==> config.mk <==
export PLATFORM = sky130hd
export DESIGN_NAME = aprsc_top
export DESIGN_NICKNAME = d
export VERILOG_FILES = /design/src/logic/aprsc_bus_pkg.sv /design/src/logic/aprsc_dsp_pkg.sv /design/src/logic/aprsc_bus_regs.sv /design/src/logic/aprsc_sequencer.sv /design/src/logic/zero_predictor_taps.sv /design/src/logic/zero_predictor_mac.sv /design/src/logic/aprsc_readback.sv /design/src/logic/aprsc_top.sv
export SDC_FILE = /design/constraint.sdc
export NUM_CORES = 2
export LEC_CHECK = 0
export BUFFER_PORTS_ARGS = -buffer_cell sky130_fd_sc_hd__buf_2
export CAP_MARGIN = 0
export CORE_MARGIN = 3
export CORE_UTILIZATION = 25
export DETAILED_ROUTE_END_ITERATION = 16
export GPL_TIMING_DRIVEN = 1
export PLACE_DENSITY = 0.45
export SYNTH_ARGS = -nofsm -noshare
export SYNTH_HDL_FRONTEND = slang
export SYNTH_HIERARCHICAL = 1
export SYNTH_SLANG_ARGS = --single-unit
export TNS_END_PERCENT = 5
==> constraint.sdc <==
create_clock -name CoPrclk_int -period 11.9 [get_ports CoPrclk_int]
set_input_delay 1.19 -clock CoPrclk_int [delete_from_list [all_inputs] [get_ports CoPrclk_int]]
set_output_delay 1.19 -clock CoPrclk_int [all_outputs]
set_load 0.005 [all_outputs]
==> src/logic/aprsc_bus_pkg.sv <==
// register map and bus widths of the predictor coprocessor
// imported by the bus-side modules and the top level
package aprsc_bus_pkg;

	//----------------------------------------------------------------------
	// bus widths
	//----------------------------------------------------------------------
	localparam int BUS_DW = 32;	// wishbone data width
	localparam int ADR_W  = 16;	// low address bits that are decoded

	//----------------------------------------------------------------------
	// register sub-addresses
	//----------------------------------------------------------------------
	localparam logic [ADR_W-1:0] ADR_REQ    = 16'h0000;	// w, bit 0 request level
	localparam logic [ADR_W-1:0] ADR_TR     = 16'h0004;	// w, bit 0 trigger level
	localparam logic [ADR_W-1:0] ADR_DQ     = 16'h0008;	// w, bits 15:0 sample
	localparam logic [ADR_W-1:0] ADR_STATUS = 16'h000C;	// r, bit 0 done flag
	localparam logic [ADR_W-1:0] ADR_SE     = 16'h0010;	// r, signal estimate
	localparam logic [ADR_W-1:0] ADR_SR     = 16'h0014;	// r, reconstructed signal

	// returned for any address not in the map
	localparam logic [BUS_DW-1:0] RD_DEFAULT = 32'hDEAD_BEEF;

endpackage

==> src/logic/aprsc_dsp_pkg.sv <==
// number formats and constants of the adaptive zero predictor
// samples and coefficients are linear two's complement words
// coefficients carry COEF_FRAC fraction bits
package aprsc_dsp_pkg;

	//----------------------------------------------------------------------
	// word widths
	//----------------------------------------------------------------------
	localparam int SAMPLE_W  = 16;	// dq, se and sr
	localparam int ACC_W     = 20;	// mac accumulator, headroom for 6 taps
	localparam int COEF_FRAC = 14;	// b_k = 1.0 is 2**14

	//----------------------------------------------------------------------
	// predictor shape
	//----------------------------------------------------------------------
	localparam int NUM_TAPS  = 6;	// sixth-order zero predictor
	localparam int TAP_IDX_W = 3;	// enough for tap index 0..5

	// sign-sign adaptation, fixed leakage
	localparam int UPD_GAIN   = 128;	// step added or removed per update
	localparam int LEAK_SHIFT = 8;	// b_k loses b_k/256 per update

	//----------------------------------------------------------------------
	// types
	//----------------------------------------------------------------------
	typedef logic signed [SAMPLE_W-1:0] sample_t;
	typedef logic signed [SAMPLE_W-1:0] coef_t;
	typedef logic signed [ACC_W-1:0]    acc_t;

endpackage

==> src/logic/aprsc_bus_regs.sv <==
// bus input side of the coprocessor
// acknowledges each access once, one cycle after it starts, and applies
// writes to the request, trigger and sample registers in the ack cycle
module aprsc_bus_regs
	import aprsc_bus_pkg::*;
	import aprsc_dsp_pkg::*;
(
	input  logic              CoPrclk_int,
	input  logic              reset,
	input  logic [ADR_W-1:0]  i_wb_adr,
	input  logic              i_wb_we,
	input  logic [BUS_DW-1:0] i_wb_dat,
	input  logic              i_wb_cyc,
	input  logic              i_wb_stb,
	output logic              o_wb_ack,
	output logic              o_req,
	output logic              o_tr,
	output sample_t           o_dq,
	output logic              o_rd_stb
);

	logic access;	// master is addressing us
	logic seen;	// current access already answered
	logic first;	// first cycle of an access

	assign access   = i_wb_cyc & i_wb_stb;
	assign first    = access & ~seen;
	assign o_rd_stb = first & ~i_wb_we;	// readback loads with ack

	always_ff @(posedge CoPrclk_int or posedge reset) begin
		if (reset) begin
			seen     <= 1'b0;
			o_wb_ack <= 1'b0;
			o_req    <= 1'b0;
			o_tr     <= 1'b0;
			o_dq     <= '0;
		end else begin
			seen     <= access;	// held until cyc/stb drop
			o_wb_ack <= first;
			if (first & i_wb_we) begin
				case (i_wb_adr)
					ADR_REQ: o_req <= i_wb_dat[0];
					ADR_TR:  o_tr  <= i_wb_dat[0];
					ADR_DQ:  o_dq  <= sample_t'(i_wb_dat[SAMPLE_W-1:0]);
					default: ;	// read-only or unmapped
				endcase
			end
		end
	end

	// ack is only ever an answer to a live access
	a_ack_needs_access: assert property (
		@(posedge CoPrclk_int) disable iff (reset)
		$rose(o_wb_ack) |-> $past(access)
	);

endmodule

==> src/logic/aprsc_sequencer.sv <==
// request sequencer: one predictor run per rising request level
// start kicks the mac, capture follows mac done, adapt comes two cycles
// later so the taps update after the result has been registered
module aprsc_sequencer
	import aprsc_dsp_pkg::*;
(
	input  logic CoPrclk_int,
	input  logic reset,
	input  logic i_req,
	input  logic i_done,
	output logic o_start,
	output logic o_capture,
	output logic o_adapt,
	output logic o_result_valid
);

	typedef enum logic [1:0] {S_IDLE, S_RUN, S_HOLD} state_t;

	state_t state;
	logic   done_dly;	// first stage of the adapt spacing

	assign o_capture = i_done;	// readback latches the fresh estimate

	always_ff @(posedge CoPrclk_int or posedge reset) begin
		if (reset) begin
			state          <= S_IDLE;
			o_start        <= 1'b0;
			o_result_valid <= 1'b0;
			done_dly       <= 1'b0;
			o_adapt        <= 1'b0;
		end else begin
			o_start  <= 1'b0;
			done_dly <= i_done;
			o_adapt  <= done_dly;	// two cycles after done
			case (state)
				S_IDLE: begin
					o_result_valid <= 1'b0;
					if (i_req) begin
						state   <= S_RUN;
						o_start <= 1'b1;
					end
				end
				S_RUN: begin
					if (i_done) begin
						state          <= S_HOLD;
						o_result_valid <= 1'b1;
					end
				end
				S_HOLD: begin
					if (!i_req)
						state <= S_IDLE;	// a new run needs req low first
				end
				default: state <= S_IDLE;
			endcase
		end
	end

	a_done_in_run: assert property (
		@(posedge CoPrclk_int) disable iff (reset)
		i_done |-> state == S_RUN
	);

	// mac latency seen from here
	a_done_latency: assert property (
		@(posedge CoPrclk_int) disable iff (reset)
		o_start |-> ##(NUM_TAPS+1) i_done
	);

endmodule

==> src/logic/zero_predictor_taps.sv <==
// storage of the zero predictor: past samples dq1..dq6 and coefficients
// b1..b6, read one pair at a time by the mac through the tap select
// on adapt every b_k gets leakage plus a sign-sign step and the history
// shifts in the current dq; a set trigger clears all coefficients
module zero_predictor_taps
	import aprsc_dsp_pkg::*;
(
	input  logic                 CoPrclk_int,
	input  logic                 reset,
	input  logic                 i_adapt,
	input  logic                 i_tr,
	input  sample_t              i_dq,
	input  logic [TAP_IDX_W-1:0] i_tap_sel,
	output sample_t              o_dq_hist,
	output coef_t                o_coef
);

	sample_t dq_hist   [NUM_TAPS];	// index 0 holds dq1
	coef_t   coef      [NUM_TAPS];	// index 0 holds b1
	coef_t   leak      [NUM_TAPS];
	coef_t   step      [NUM_TAPS];
	coef_t   coef_next [NUM_TAPS];

	//----------------------------------------------------------------------
	// tap readout for the mac
	//----------------------------------------------------------------------
	assign o_dq_hist = (i_tap_sel < NUM_TAPS) ? dq_hist[i_tap_sel] : '0;
	assign o_coef    = (i_tap_sel < NUM_TAPS) ? coef[i_tap_sel]    : '0;

	//----------------------------------------------------------------------
	// coefficient update
	//----------------------------------------------------------------------
	always_comb begin
		for (int k = 0; k < NUM_TAPS; k++) begin
			leak[k] = coef[k] - (coef[k] >>> LEAK_SHIFT);
			if (i_dq == '0)
				step[k] = '0;	// no information, leakage only
			else if (i_dq[SAMPLE_W-1] == dq_hist[k][SAMPLE_W-1])
				step[k] = coef_t'(UPD_GAIN);	// zero counts as positive
			else
				step[k] = -coef_t'(UPD_GAIN);
			coef_next[k] = leak[k] + step[k];
		end
	end

	always_ff @(posedge CoPrclk_int or posedge reset) begin
		if (reset) begin
			for (int k = 0; k < NUM_TAPS; k++) begin
				dq_hist[k] <= '0;
				coef[k]    <= '0;
			end
		end else if (i_adapt) begin
			for (int k = 0; k < NUM_TAPS; k++)
				coef[k] <= i_tr ? coef_t'(0) : coef_next[k];
			dq_hist[0] <= i_dq;
			for (int k = 1; k < NUM_TAPS; k++)
				dq_hist[k] <= dq_hist[k-1];	// dq_k takes dq_(k-1)
		end
	end

endmodule

==> src/logic/zero_predictor_mac.sv <==
// tap-serial multiply-accumulate of the zero predictor
// walks the taps one per cycle after start, sums b_k*dq_k scaled down
// by the coefficient fraction, then saturates the sum into se
// done pulses NUM_TAPS+1 cycles after start
module zero_predictor_mac
	import aprsc_dsp_pkg::*;
(
	input  logic                 CoPrclk_int,
	input  logic                 reset,
	input  logic                 i_start,
	input  coef_t                i_coef,
	input  sample_t              i_dq_hist,
	output logic [TAP_IDX_W-1:0] o_tap_sel,
	output sample_t              o_se,
	output logic                 o_done
);

	logic                        busy;
	logic                        last;	// final tap this cycle
	logic signed [2*SAMPLE_W-1:0] prod;
	acc_t                        term;
	acc_t                        acc;
	acc_t                        sum_next;
	logic                        ovf;
	sample_t                     se_sat;

	assign last = busy && (o_tap_sel == TAP_IDX_W'(NUM_TAPS-1));

	//----------------------------------------------------------------------
	// datapath
	//----------------------------------------------------------------------
	assign prod     = i_coef * i_dq_hist;
	assign term     = acc_t'(prod >>> COEF_FRAC);	// drop coefficient fraction
	assign sum_next = acc + term;

	// sum fits when all bits above the sample sign agree
	assign ovf    = !((&sum_next[ACC_W-1:SAMPLE_W-1]) || !(|sum_next[ACC_W-1:SAMPLE_W-1]));
	assign se_sat = !ovf ? sample_t'(sum_next) :
			sum_next[ACC_W-1] ? {1'b1, {(SAMPLE_W-1){1'b0}}} :
			{1'b0, {(SAMPLE_W-1){1'b1}}};

	always_ff @(posedge CoPrclk_int) begin
		if (i_start)
			acc <= '0;
		else if (busy)
			acc <= sum_next;
	end

	//----------------------------------------------------------------------
	// tap sequencing
	//----------------------------------------------------------------------
	always_ff @(posedge CoPrclk_int or posedge reset) begin
		if (reset) begin
			busy      <= 1'b0;
			o_tap_sel <= '0;
			o_done    <= 1'b0;
			o_se      <= '0;
		end else begin
			o_done <= 1'b0;
			if (i_start) begin
				busy      <= 1'b1;
				o_tap_sel <= '0;
			end else if (last) begin
				busy      <= 1'b0;
				o_tap_sel <= '0;
				o_se      <= se_sat;
				o_done    <= 1'b1;
			end else if (busy) begin
				o_tap_sel <= o_tap_sel + 1'b1;
			end
		end
	end

	// one run in flight at a time
	a_no_start_busy: assert property (
		@(posedge CoPrclk_int) disable iff (reset)
		i_start |-> !busy
	);

endmodule

==> src/logic/aprsc_readback.sv <==
// bus output side of the coprocessor
// latches se and the reconstructed signal sr = dq + se when a run ends
// and loads the addressed word on the read strobe so it is valid with ack
module aprsc_readback
	import aprsc_bus_pkg::*;
	import aprsc_dsp_pkg::*;
(
	input  logic              CoPrclk_int,
	input  logic              reset,
	input  logic              i_capture,
	input  sample_t           i_se,
	input  sample_t           i_dq,
	input  logic              i_result_valid,
	input  logic              i_rd_stb,
	input  logic [ADR_W-1:0]  i_wb_adr,
	output logic [BUS_DW-1:0] o_wb_dat
);

	logic signed [SAMPLE_W:0] sr_sum;	// one guard bit
	sample_t                  sr_sat;
	sample_t                  se_q;
	sample_t                  sr_q;

	assign sr_sum = {i_dq[SAMPLE_W-1], i_dq} + {i_se[SAMPLE_W-1], i_se};
	assign sr_sat = (sr_sum[SAMPLE_W] == sr_sum[SAMPLE_W-1]) ? sample_t'(sr_sum) :
			sr_sum[SAMPLE_W] ? {1'b1, {(SAMPLE_W-1){1'b0}}} :
			{1'b0, {(SAMPLE_W-1){1'b1}}};

	always_ff @(posedge CoPrclk_int or posedge reset) begin
		if (reset) begin
			se_q     <= '0;
			sr_q     <= '0;
			o_wb_dat <= '0;
		end else begin
			if (i_capture) begin
				se_q <= i_se;
				sr_q <= sr_sat;
			end
			if (i_rd_stb) begin
				case (i_wb_adr)
					ADR_STATUS: o_wb_dat <= {{(BUS_DW-1){1'b0}}, i_result_valid};
					ADR_SE:     o_wb_dat <= {{(BUS_DW-SAMPLE_W){se_q[SAMPLE_W-1]}}, se_q};
					ADR_SR:     o_wb_dat <= {{(BUS_DW-SAMPLE_W){sr_q[SAMPLE_W-1]}}, sr_q};
					default:    o_wb_dat <= RD_DEFAULT;
				endcase
			end
		end
	end

endmodule

==> src/logic/aprsc_top.sv <==
// adaptive zero predictor coprocessor, wishbone slave
// bus registers feed the sequencer and the predictor, the readback
// block returns status and results; all logic runs on CoPrclk_int
module aprsc_top
	import aprsc_bus_pkg::*;
	import aprsc_dsp_pkg::*;
(
	input  logic                CoPrclk_int,
	input  logic                reset,
	input  logic [31:0]         i_wb_adr,	// low ADR_W bits decoded
	input  logic [BUS_DW/8-1:0] i_wb_sel,	// byte lanes, not used
	input  logic                i_wb_we,
	input  logic [BUS_DW-1:0]   i_wb_dat,
	input  logic                i_wb_cyc,
	input  logic                i_wb_stb,
	output logic [BUS_DW-1:0]   o_wb_dat,
	output logic                o_wb_ack
);

	logic                 req, tr, rd_stb;
	sample_t              dq;
	logic                 start, capture, adapt, result_valid;
	logic                 done;
	logic [TAP_IDX_W-1:0] tap_sel;
	sample_t              dq_hist;
	coef_t                coef;
	sample_t              se;

	//----------------------------------------------------------------------
	// input side
	//----------------------------------------------------------------------
	aprsc_bus_regs u_bus_regs (
		.CoPrclk_int (CoPrclk_int),
		.reset       (reset),
		.i_wb_adr    (i_wb_adr[ADR_W-1:0]),
		.i_wb_we     (i_wb_we),
		.i_wb_dat    (i_wb_dat),
		.i_wb_cyc    (i_wb_cyc),
		.i_wb_stb    (i_wb_stb),
		.o_wb_ack    (o_wb_ack),
		.o_req       (req),
		.o_tr        (tr),
		.o_dq        (dq),
		.o_rd_stb    (rd_stb)
	);

	//----------------------------------------------------------------------
	// processing
	//----------------------------------------------------------------------
	aprsc_sequencer u_sequencer (
		.CoPrclk_int    (CoPrclk_int),
		.reset          (reset),
		.i_req          (req),
		.i_done         (done),
		.o_start        (start),
		.o_capture      (capture),
		.o_adapt        (adapt),
		.o_result_valid (result_valid)
	);

	zero_predictor_taps u_taps (
		.CoPrclk_int (CoPrclk_int),
		.reset       (reset),
		.i_adapt     (adapt),
		.i_tr        (tr),
		.i_dq        (dq),
		.i_tap_sel   (tap_sel),
		.o_dq_hist   (dq_hist),
		.o_coef      (coef)
	);

	zero_predictor_mac u_mac (
		.CoPrclk_int (CoPrclk_int),
		.reset       (reset),
		.i_start     (start),
		.i_coef      (coef),
		.i_dq_hist   (dq_hist),
		.o_tap_sel   (tap_sel),
		.o_se        (se),
		.o_done      (done)
	);

	//----------------------------------------------------------------------
	// output side
	//----------------------------------------------------------------------
	aprsc_readback u_readback (
		.CoPrclk_int    (CoPrclk_int),
		.reset          (reset),
		.i_capture      (capture),
		.i_se           (se),
		.i_dq           (dq),
		.i_result_valid (result_valid),
		.i_rd_stb       (rd_stb),
		.i_wb_adr       (i_wb_adr[ADR_W-1:0]),
		.o_wb_dat       (o_wb_dat)
	);

endmodule

==> run metrics <==
Setup Slack @ Placement=1200 ps; post-CTS setup buffer count=0; number of buffers added on ports=69; sw frac=22.9%; initial DRC count=1109; CTS Root Cell=clkbuf_16; max-cap violation count=0; Reg power frac=45.8%; core area=123000 µm²; Via density=4.55; setup TNS=0 ps; diode count=0; Synth area leader=dfrtp_1; clock period minus worst slack=10730 ps; YS warnings=6; Clock Power Share=52.1%; RR Endpoint=u_mac/o_se[14]; part of the power in combinational logic=2.0%; DRC errors left=0; total gr overflow=0; Worst-Margin Slew=1180 ps; kind of critical path=register to register; Final Hold Viols=0; Final Max Tran Viols=0; Final Worst Setup Slack=1170 ps; Starting Density=25.4%; distinct cell type count after synthesis=111; Hold Path End=u_sequencer/o_adapt; post-synthesis cell count=3128; pwr/cell area=66.4 nW/µm²; worst skew pair latency=570 ps; vias in the first global route=23.1k; DR vias=21.9k; Area Growth Syn to Fin=10.8%; NumNets Final=3792; r2r startpoint=u_mac/o_tap_sel[0]; main flop type after synthesis=dfrtp_1; largest net degree at the start of global routing=103; number of I/O pins=106; final WL=83800 µm; antenna violations before repair=0; GP Congestion=0.803; worst-path maximum fanout=48; first-pass GRT wire length=135000 µm; min-delay worst type=register to register; Mapped Area=31100 µm²; Final setup viols=0; Critical Path RT=12280 ps; Fmax=93.2 MHz; largest cells by area after synthesis=dfrtp_1 (23%), fa_1 (20%), ha_1 (9.9%), inv_1 (6.5%), mux2_2 (4.8%); Worst Min Path Start=u_sequencer/done_dly; maximum VDD drop=80.2 µV; Post-synth EDFFs=0; final worst path period share=90.1%; DP Wirelength=64100 µm; layout cells sized above 1=13.4%; P_int=1770 µW; Yosys top cell area share=23.1%; flops & latches, synth=308; GRT Overall Usage=13.0%; Die W=359 µm; Initial DRT Pass Iterations=5; final hold slack=347 ps; Setup Skew=25.0 ps; register area share after synthesis=24.4%; Post-CTS Hold Fix Bufs=0; Crit. End Element=register; H-tree levels=2; slowest cell delay on critical path=990 ps; Worst Hold Depth=0; Wirelength per Cell=17.4 µm; die span in y=359 µm; RSZ-0062 raised after global routing=no; most common cell in the synthesized netlist=inv_1; R2R Setup Slk=1170 ps; Die Footprint=129000 µm²; CP Launch Type=register; Synth Area per Inst=9.96 µm²; CP dominant cell by count=fa_1; switching pwr=526 µW; Num Clock Sinks=308; R2R cell count=33; Crit path arrival time=11100 ps; most common library cells after synthesis=inv_1 (538), fa_1 (317), dfrtp_1 (288), ha_1 (246), nand2_1 (238); worst relative slew slack=21.3%; status=complete, no violations; Async SR Flop Fraction=93.5%; DRT antenna net count=0; CTS tree=yes; Max stage delay cell, worst path=dfrtp_4; FILL cells=13.1k; Cell Rows=128; Leak=0.0163 µW; CTS Buf Count=37; PostCTS Resize Cnt=0; syn nets=3764; Max Buffers Root-to-Sink=3; Reg clk slew, reported paths=60 ps
## critical path: cells and delay by family, from the launching register on
kind | cells | cell delay [ps]
DFF | 1 | 990
xor gates and xnor gates | 1 | 220
AOI/OAI and AO/OA | 11 | 3200
muxes | 1 | 380
and+or+nand+nor | 7 | 1400
buffers and inverters | 5 | 480
adders and majority gates | 8 | 3760
## power groups by stage
stage                     sequential (µW)  combinational [µW]  clock, µW
final                                1050                46.2       1200
after global routing                 1050                52.5       1280
after CTS                            1050                48.5       1240
after detailed placement             1070                48.3          0
after global placement               1070                48.5          0
after floorplan                      1070                28.4          0
## flip-flops by register name (all words and copies together), names as in the netlist, 2 cells and up
name,cells
u_taps/coef,96
u_taps/dq_hist,96
u_mac/acc,20
u_readback/o_wb_dat,17
u_bus_regs/o_dq,16
u_mac/o_se,16
u_readback/se_q,16
u_readback/sr_q,16
u_mac/o_tap_sel,3
u_sequencer/state,2
## layer usage
layer | track usage [%] | wire length (µm) | up-vias
met3 | 1.32 | 2510 | 73
met1 | 18.7 | 41400 | 11000
met2 | 21.1 | 38500 | 303
met5 | 0 | 0 | -
li1 | - | - | 10500
met4 | 2.63 | 1330 | 0
## how the worst max path moves through the flow
stage | from | endpoint | slack, ps
after global placement | u_mac/o_tap_sel[0] | u_mac/o_se[7] | 1210
after CTS | u_mac/o_tap_sel[2] | u_mac/o_se[14] | 1150
after detailed placement | u_mac/o_tap_sel[0] | u_mac/o_se[10] | 1200
after global routing | u_mac/o_tap_sel[0] | u_mac/o_se[14] | 520
final | u_mac/o_tap_sel[0] | u_mac/o_se[14] | 1170
after floorplan | u_mac/o_tap_sel[0] | u_mac/o_se[5] | 2530
## placed cells by master (no fill, tap or decap), drive strengths merged, types with 13 or more instances in the layout
| cell | instances |
|---|---|
| a211oi | 44 |
| a21o | 38 |
| a21oi | 107 |
| a22o | 15 |
| a311oi | 14 |
| a31oi | 13 |
| and2 | 123 |
| and3 | 13 |
| buf | 125 |
| clkbuf | 51 |
| dfrtp | 288 |
| dfxtp | 20 |
| fa | 317 |
| ha | 246 |
| inv | 541 |
| mux2 | 134 |
| mux2i | 67 |
| mux4 | 32 |
| nand2 | 240 |
| nand2b | 20 |
| nand3 | 26 |
| nand4 | 18 |
| nor2 | 153 |
| nor2b | 23 |
| nor3 | 24 |
| o211ai | 14 |
| o21a | 25 |
| o21ai | 82 |
| o22a | 14 |
| o22ai | 65 |
| o31ai | 25 |
| or3 | 14 |
| xnor2 | 71 |
| xor2 | 35 |
## through the flow
stage	cell area [µm²]	utilization (%)	std cells	power (µW)
finish	34500	28.1	4808	2290
global route	34500	28.1	4808	2380
CTS	34500	28.1	4808	2330
detailed placement	33300	27.1	4742	1120
global placement	33300	27.1	4742	1120
floorplan	31100	-	3128	1100
## cell type report
type	instances	area, µm²	area share, %
clock buffers	51	1050	3.04
clock inverters	15	194	0.562
inverters	538	2030	5.87
multi-input cells	2146	20800	60.3
flip-flops and latches	308	7620	22.1
well taps	1625	2030	5.89
repair buffers	125	791	2.29
## logic make-up (layout without fill, tap and decap cells)
family	count (synthesis)	in the layout	share of synthesized area (%)
multiplexers	233	233	9.31
buffers and inverters	674	729	8.76
AO/OA/AOI/OAI	557	557	13.1
XOR/XNOR	107	107	3.06
AND/OR/NAND/NOR	686	686	11.1
flip-flops	308	308	24.4
adder cells (fa/ha/maj)	563	563	30.3
Note: power is estimated with default switching activity, not from simulation.
